`src/lsm_pkg.sv`:
```
package lsm_pkg;

	// Register list geometry.
	localparam int LSM_REGS   = 16;					// Registers named in one list.
	localparam int LSM_IDX_W  = 4;					// Bits needed for a register index.

	// Datapath words.
	localparam int WORD_W     = 32;					// Instruction, address and data width.
	localparam int WORD_BYTES = 4;					// Address step between transfers.

	// Control flags of the block transfer instruction.
	localparam int IR_P_BIT   = 24;					// Pre-index when set, post-index when clear.
	localparam int IR_U_BIT   = 23;					// Set scans 15 down to 0 and walks addresses down.
	localparam int IR_W_BIT   = 21;					// Base writeback request.
	localparam int IR_L_BIT   = 20;					// Load when set, store when clear.

	// Register list field.
	localparam int LIST_LSB   = 0;					// Bit of register 0.
	localparam int LIST_MSB   = 15;					// Bit of register 15.

endpackage

```
`src/lsm_address_gen.sv`:
```
`timescale 1ns/1ns

module lsm_address_gen import lsm_pkg::*; (
	input  logic              CLK,				// System clock.
	input  logic              arst_n,				// Asynchronous reset, active low.
	input  logic              init,				// Start accepted.
	input  logic              xfer_valid,			// A transfer goes out this cycle.
	input  logic [WORD_W-1:0] ir,					// Instruction word, stable during the scan.
	input  logic [WORD_W-1:0] base_addr,			// Base register value, sampled at init.
	output logic [WORD_W-1:0] xfer_addr,			// Address of the current transfer.
	output logic [WORD_W-1:0] wb_addr				// Updated base register value.
);

	logic                 pre_index;				// P flag.
	logic                 walk_down;				// U flag selects decreasing addresses.
	logic [WORD_W-1:0]    base_q;					// Base captured at init.
	logic [WORD_W-1:0]    ptr_q;					// Running transfer address.
	logic [WORD_W-1:0]    first_addr;				// Address of the first transfer.
	logic [WORD_W-1:0]    wb_offset;				// Bytes covered by the whole block.
	logic [LSM_IDX_W:0]   xfer_cnt;				// Transfers issued, 0 to 16.

	assign pre_index = ir[IR_P_BIT];
	assign walk_down = ir[IR_U_BIT];

	// Pre-index moves one word before the first access.
	always_comb begin
		if (!pre_index) begin
			first_addr = base_addr;					// Post-index starts at the base.
		end else if (walk_down) begin
			first_addr = base_addr - WORD_W'(WORD_BYTES);
		end else begin
			first_addr = base_addr + WORD_W'(WORD_BYTES);
		end
	end

	// Base capture and running pointer.
	always_ff @(posedge CLK) begin
		if (init) begin
			base_q <= base_addr;
			ptr_q  <= first_addr;
		end else if (xfer_valid) begin
			if (walk_down) begin
				ptr_q <= ptr_q - WORD_W'(WORD_BYTES);	// Next lower word.
			end else begin
				ptr_q <= ptr_q + WORD_W'(WORD_BYTES);	// Next higher word.
			end
		end
	end

	// Transfer count.
	always_ff @(posedge CLK or negedge arst_n) begin
		if (!arst_n) begin
			xfer_cnt <= '0;
		end else if (init) begin
			xfer_cnt <= '0;							// New instruction.
		end else if (xfer_valid) begin
			xfer_cnt <= xfer_cnt + 1'b1;			// One more word moved.
		end
	end

	assign xfer_addr = ptr_q;						// Already positioned for this cycle.

	// Writeback skips the whole block whatever P is.
	assign wb_offset = WORD_W'(xfer_cnt) * WORD_W'(WORD_BYTES);
	assign wb_addr   = walk_down ? (base_q - wb_offset) : (base_q + wb_offset);

endmodule

```
`src/lsm_manager.sv`:
```
`timescale 1ns/1ns

module lsm_manager import lsm_pkg::*; (
	input  logic                 CLK,				// System clock.
	input  logic                 arst_n,			// Asynchronous reset, active low.
	input  logic                 lsm_load,			// Copy the list and preset the counter.
	input  logic                 lsm_step,			// Advance one register position.
	input  logic [WORD_W-1:0]    ir,				// Instruction word, stable during the scan.
	output logic                 cur_bit,			// List bit of the register under scan.
	output logic [LSM_IDX_W-1:0] lsm_counter,		// Index of the register under scan.
	output logic                 lsm_end			// Counter sits on the last index.
);

	logic [LSM_REGS-1:0]  list_q;					// Working copy of the register list.
	logic                 scan_down;				// U flag, descending scan.
	logic [LSM_IDX_W-1:0] first_idx;				// Index the scan begins at.
	logic [LSM_IDX_W-1:0] last_idx;				// Index the scan stops at.

	assign scan_down = ir[IR_U_BIT];				// Direction comes straight from the instruction.

	// Descending scans walk 15 to 0, ascending 0 to 15.
	assign first_idx = scan_down ? LSM_IDX_W'(LSM_REGS - 1) : '0;
	assign last_idx  = scan_down ? '0 : LSM_IDX_W'(LSM_REGS - 1);

	// The register being looked at always sits at the leading end of the shifter.
	assign cur_bit = scan_down ? list_q[LSM_REGS-1] : list_q[0];

	assign lsm_end = (lsm_counter == last_idx);		// Terminal index reached.

	// List shifter, reloaded for every instruction.
	always_ff @(posedge CLK) begin
		if (lsm_load) begin
			list_q <= ir[LIST_MSB:LIST_LSB];		// Take the list field.
		end else if (lsm_step) begin
			if (scan_down) begin
				list_q <= list_q << 1;				// Bring the next lower register to the top.
			end else begin
				list_q <= list_q >> 1;				// Bring the next higher register to bit 0.
			end
		end
	end

	// Register index counter.
	always_ff @(posedge CLK or negedge arst_n) begin
		if (!arst_n) begin
			lsm_counter <= '0;
		end else if (lsm_load) begin
			lsm_counter <= first_idx;				// Preset by direction.
		end else if (lsm_step && !lsm_end) begin
			if (scan_down) begin
				lsm_counter <= lsm_counter - 1'b1;	// Walk downward.
			end else begin
				lsm_counter <= lsm_counter + 1'b1;	// Walk upward.
			end
		end
		// Holds at the last index so xfer_reg stays meaningful in the final cycle.
	end

endmodule

```
`src/lsm_sequencer.sv`:
```
`timescale 1ns/1ns

module lsm_sequencer import lsm_pkg::*; (
	input  logic CLK,								// System clock.
	input  logic arst_n,							// Asynchronous reset, active low.
	input  logic start,								// One-cycle start request.
	input  logic cur_bit,							// List bit of the register under scan.
	input  logic lsm_end,							// Manager at its last index.
	output logic busy,								// Unit occupied.
	output logic lsm_load,							// Load the manager and address generator.
	output logic lsm_step,							// Step the manager.
	output logic xfer_valid,						// Transfer strobe.
	output logic done								// End of instruction pulse.
);

	// Three phases of one block transfer.
	typedef enum logic [1:0] {
		ST_IDLE   = 2'd0,							// Waiting for a start.
		ST_SCAN   = 2'd1,							// Walking the sixteen list positions.
		ST_FINISH = 2'd2							// Reporting done and writeback.
	} seq_state_t;

	seq_state_t state_q;							// Current state.
	seq_state_t state_d;							// Next state.
	logic       accept;								// Start taken this cycle.
	logic       scan_last;							// Final scan position being examined.

	// A start is only honoured from idle, so a request mid-scan is dropped.
	assign accept = start && (state_q == ST_IDLE);

	// The manager steps every scan cycle, whether or not the bit is set.
	assign lsm_step = (state_q == ST_SCAN);

	// Sixteenth position, manager already parked on the last index.
	assign scan_last = lsm_step && lsm_end;

	assign lsm_load   = accept;						// Same edge for manager and address generator.
	assign xfer_valid = lsm_step && cur_bit;		// One strobe per set list bit.
	assign done       = (state_q == ST_FINISH);		// Single cycle after the scan.
	assign busy       = (state_q != ST_IDLE);		// Cycles 1 through 17.

	// Next-state logic.
	always_comb begin
		state_d = state_q;							// Hold by default.
		unique case (state_q)
			ST_IDLE: begin
				if (accept) begin
					state_d = ST_SCAN;				// List loaded at this edge.
				end
			end
			ST_SCAN: begin
				if (scan_last) begin
					state_d = ST_FINISH;			// Fixed length, no early exit on empty lists.
				end
			end
			ST_FINISH: begin
				state_d = ST_IDLE;					// Done lasts one cycle.
			end
			default: begin
				state_d = ST_IDLE;					// Recover from an unused code.
			end
		endcase
	end

	// State register.
	always_ff @(posedge CLK or negedge arst_n) begin
		if (!arst_n) begin
			state_q <= ST_IDLE;
		end else begin
			state_q <= state_d;
		end
	end

endmodule

```
`src/lsm_unit.sv`:
```
`timescale 1ns/1ns

module lsm_unit import lsm_pkg::*; (
	input  logic                 CLK,				// System clock.
	input  logic                 arst_n,			// Asynchronous reset, active low.
	input  logic                 start,			// One-cycle start pulse.
	input  logic [WORD_W-1:0]    ir,				// Instruction word, held until done.
	input  logic [WORD_W-1:0]    base_addr,		// Base register value.
	output logic                 busy,				// Unit occupied.
	output logic                 xfer_valid,		// Transfer strobe.
	output logic [LSM_IDX_W-1:0] xfer_reg,			// Register of the transfer.
	output logic [WORD_W-1:0]    xfer_addr,		// Memory address of the transfer.
	output logic                 xfer_load,		// Load when high, store when low.
	output logic                 done,				// End of instruction.
	output logic                 wb_en,			// Base writeback wanted.
	output logic [WORD_W-1:0]    wb_addr			// New base value.
);

	logic                 lsm_load;				// Start accepted.
	logic                 lsm_step;				// Manager advance.
	logic                 cur_bit;				// Current list bit.
	logic [LSM_IDX_W-1:0] lsm_counter;			// Current register index.
	logic                 lsm_end;				// Scan on its last position.

	// Control FSM.
	lsm_sequencer u_seq (
		.CLK        (CLK),
		.arst_n     (arst_n),
		.start      (start),
		.cur_bit    (cur_bit),
		.lsm_end    (lsm_end),
		.busy       (busy),
		.lsm_load   (lsm_load),
		.lsm_step   (lsm_step),
		.xfer_valid (xfer_valid),
		.done       (done)
	);

	// Register list scanner.
	lsm_manager u_mgr (
		.CLK         (CLK),
		.arst_n      (arst_n),
		.lsm_load    (lsm_load),
		.lsm_step    (lsm_step),
		.ir          (ir),
		.cur_bit     (cur_bit),
		.lsm_counter (lsm_counter),
		.lsm_end     (lsm_end)
	);

	// Address and writeback arithmetic.
	lsm_address_gen u_agen (
		.CLK        (CLK),
		.arst_n     (arst_n),
		.init       (lsm_load),
		.xfer_valid (xfer_valid),
		.ir         (ir),
		.base_addr  (base_addr),
		.xfer_addr  (xfer_addr),
		.wb_addr    (wb_addr)
	);

	assign xfer_reg  = lsm_counter;				// Counter names the register.
	assign xfer_load = ir[IR_L_BIT];				// Direction for every transfer.
	assign wb_en     = ir[IR_W_BIT];				// Meaningful with done.

endmodule

```
`config.mk`:
```
export PLATFORM = sky130hd
export DESIGN_NAME = lsm_unit
export DESIGN_NICKNAME = d
export VERILOG_FILES = /design/src/lsm_pkg.sv /design/src/lsm_address_gen.sv /design/src/lsm_manager.sv /design/src/lsm_sequencer.sv /design/src/lsm_unit.sv
export SDC_FILE = /design/constraint.sdc
export NUM_CORES = 1
export LEC_CHECK = 0
export ABC_AREA = 1
export BUFFER_PORTS_ARGS = -buffer_cell sky130_fd_sc_hd__buf_4
export CORE_MARGIN = 5
export CORE_UTILIZATION = 54
export DETAILED_ROUTE_END_ITERATION = 16
export PLACE_DENSITY = 0.82
export SLEW_MARGIN = 20
export SYNTH_ARGS = -nofsm -noshare
export SYNTH_HDL_FRONTEND = slang
export SYNTH_SLANG_ARGS = --single-unit
```
`constraint.sdc`:
```
create_clock -name CLK -period 2.9 [get_ports CLK]
set_input_delay 0.29 -clock CLK [delete_from_list [all_inputs] [get_ports CLK]]
set_output_delay 0.29 -clock CLK [all_outputs]
set_load 0.005 [all_outputs]
```
==> results.ini <==
[status]
status = complete, but fails checks
violations = negative setup slack

[global_route]
grt_pass1_vias = 9953
grt_max_degree = 80
antenna_found_initial = 1
grt_util_all_layers_pct = 29.2
grt_overflow = 0
grt_pass1_wl_mm = 50.6

[clocking]
path_clk_slew_ns = 0.08
numCtsBuffers = 9
clockBufferDepth = 2
htree_num_levels = 3
clock-root-buffer = clkbuf_16
cts_num_sinks = 91
clk_latency_ns = 0.37
cts_tree = built

[drt]
drt_iter0_drc = 1048
drt-pass1-iter-count = 7
avgRoutedWirePerCell_um = 17.4
drc = 0
wl_mm = 34.4
vias_per_cell = 5.70
dr_total_vias = 11300
ant_nets = 0

[finish]
drive_above_1_share_pct = 22.2
layout.nets = 1904
final_area_um2 = 12800
area_growth_syn_to_layout_pct = 27.8
layout_commonest_cell = nand2_1
final_cell_mix = 459 x nand2_1, 204 x inv_1, 188 x buf_4, 155 x nor2_1, 106 x nand3_1

[place]
hpwlAfterDp_mm = 25.0
portBuffers = 123
placed_area_um2 = 11600
place_ws_ns = -0.190
gp_congestion = 0.973

[floorplan]
core_area_um2 = 18500
rows = 50
die_h_um = 146
boundaryPins = 140
die_w_um = 146
dieArea_um2 = 21400
start_util_pct = 54.3

[power]
leakage_nw = 6.43
fin_total_pwr_mw = 14.2
powerDensity_nw_per_um2 = 1100
ir_worst_vdd_mv = 0.589

[synthesis]
synth_area_leaders = edfxtp_1 24%, nand2_1 18%, ha_1 12%
yosysUniqueCellTypes = 48
syn_area_um2 = 10100
yosys_warnings = 0
ys_ff_latch = 91
synth-edff-count = 80
synth-seq-area-share_pct = 26.6
synthCells = 1552
ys.flop_type = edfxtp_1
syn_nets = 1716
synth_area_leader_cell = edfxtp_1
synth_async_sr_flop_share_pct = 12.1
avgSynthCellArea_um2 = 6.48
synth.top_cell.area_share_pct = 23.9

[sta]
maxSlewHeadroom_pct = 55.2
fin_skew_ns = 0.0105
hold_viol = 0
fin_crit_ns = 3.44
tightest_slew_ns = 0.671
fin_hold_ws_ns = 0.105
report.final.setup_viol = 25
fmax_ghz = 0.290
maxSlewViolCount = 0
rsz0062_at_grt = yes
setup_ws_ns = -0.545
period_share_pct = 119
fin_tns_setup_ns = -10.52

[worst_setup_path]
cp_max_fo = 7
worstSetupPathType = flop to primary output
end_kind = primary output
arrival_ns = 3.15
required_ns = 2.61
start_kind = flop

[flow_run]
maxCapViolCount = 0

[worst_hold_path]
hold_path_class = primary input to flop

## critical path, stage by stage, from the launching register on
cell and delay [ns]:
dfrtp_1 0.41, inv_2 0.08, ha_4 0.12, inv_2 0.03, nor2_1 0.09, inv_1 0.06, nor2_1 0.15, ha_2 0.20
or2_4 0.27, ha_4 0.28, a21oi_4 0.16, nor2_1 0.06, nor2_1 0.18, buf_4 0.15, o21ai_1 0.06, nand3_1 0.10
nand3_1 0.08, nand2_1 0.08, nand2_1 0.08, buf_4 0.14
## through the flow
step | std cells | utilization, %
floorplan | 1552 | -
global placement | 1943 | 62.7
detailed placement | 1943 | 62.7
CTS | 1972 | 67.0
global route | 1980 | 69.4
finish | 1980 | 69.4
## cells in the mapped netlist, drive strengths merged, types with 4 or more instances
cell type and count:
nand2 500, inv 219, nor2 182, nand3 120, a21oi 109, ha 93, edfxtp 80, o21ai 76
xor2 29, nand4 21, a31oi 16, buf 14, nor3 12, clkbuf 11, dfrtp 11, or2 9
xnor2 9, o21bai 7, a21o 6, o211ai 5, fa 4, nand3b 4
## flip-flops by register name, indices dropped and copies added (netlist names)
signal,flops
u_agen.base_q,32
u_agen.xfer_cnt,5
u_mgr.lsm_counter,4
u_agen.xfer_addr,32
u_seq.state_q,2
u_mgr.list_q,16
## final timing paths
path                                      from                    to  slack [ns]  depth (start not counted)
min in group asynchronous               arst_n    u_agen.xfer_cnt[4]        0.30                          2
hold / removal                    base_addr[0]      u_agen.base_q[0]        0.11                          1
max in group asynchronous               arst_n  u_mgr.lsm_counter[1]        2.44                          2
hold reg to reg             u_agen.xfer_cnt[4]    u_agen.xfer_cnt[4]        0.47                          1
setup / recovery            u_agen.xfer_cnt[1]           wb_addr[25]       -0.54                         19
setup reg to reg           u_agen.xfer_addr[9]  u_agen.xfer_addr[30]        0.60                         10
## kinds of logic after synthesis
family                   Yosys count  synth area share, %
AO/OA/AOI/OAI                    229                 12.7
XOR/XNOR                          38                 3.31
adder cells (fa/ha/maj)           97                 12.4
buffers and inverters            244                 9.41
flip-flops                        91                 26.6
AND/OR/NAND/NOR                  853                 35.6
## metal layers
| layer | wire, µm | global-route usage [%] | up-vias |
|---|---|---|---|
| met5 | 0 | 0 | - |
| met2 | 15900 | 47.2 | 519 |
| met3 | 2560 | 3.54 | 92 |
| met4 | 1360 | 10.2 | 0 |
| li1 | - | - | 5480 |
| met1 | 14600 | 40.7 | 5186 |
## cell type report
cell class                      count  area, µm²
Antenna cell                        1       2.50
Sequential cell                    91       2680
Timing Repair Buffer              202       1580
Clock buffer                        9        225
Inverter                          219        822
Clock inverter                      7       78.8
Multi-Input combinational cell   1217       7170
Fill cell                        1554       5670
Tap cell                          234        293
## power by group
group          leakage, nW  internal [mW]  switching, mW
registers            0.907           2.24          0.354
clock network        0.151          0.621          0.666
logic                 5.37           4.39           5.92
## what timing repair did
item                                    in CTS  in global routing
gates resized for setup                     92                 99
setup buffers                               13                  7
hold buffers                                 1                  0
endpoints found under the setup margin      25                 26
hold endpoints to repair                    11                  0
pin swaps                                   36                 34
Power figures use the tool's default switching activity.
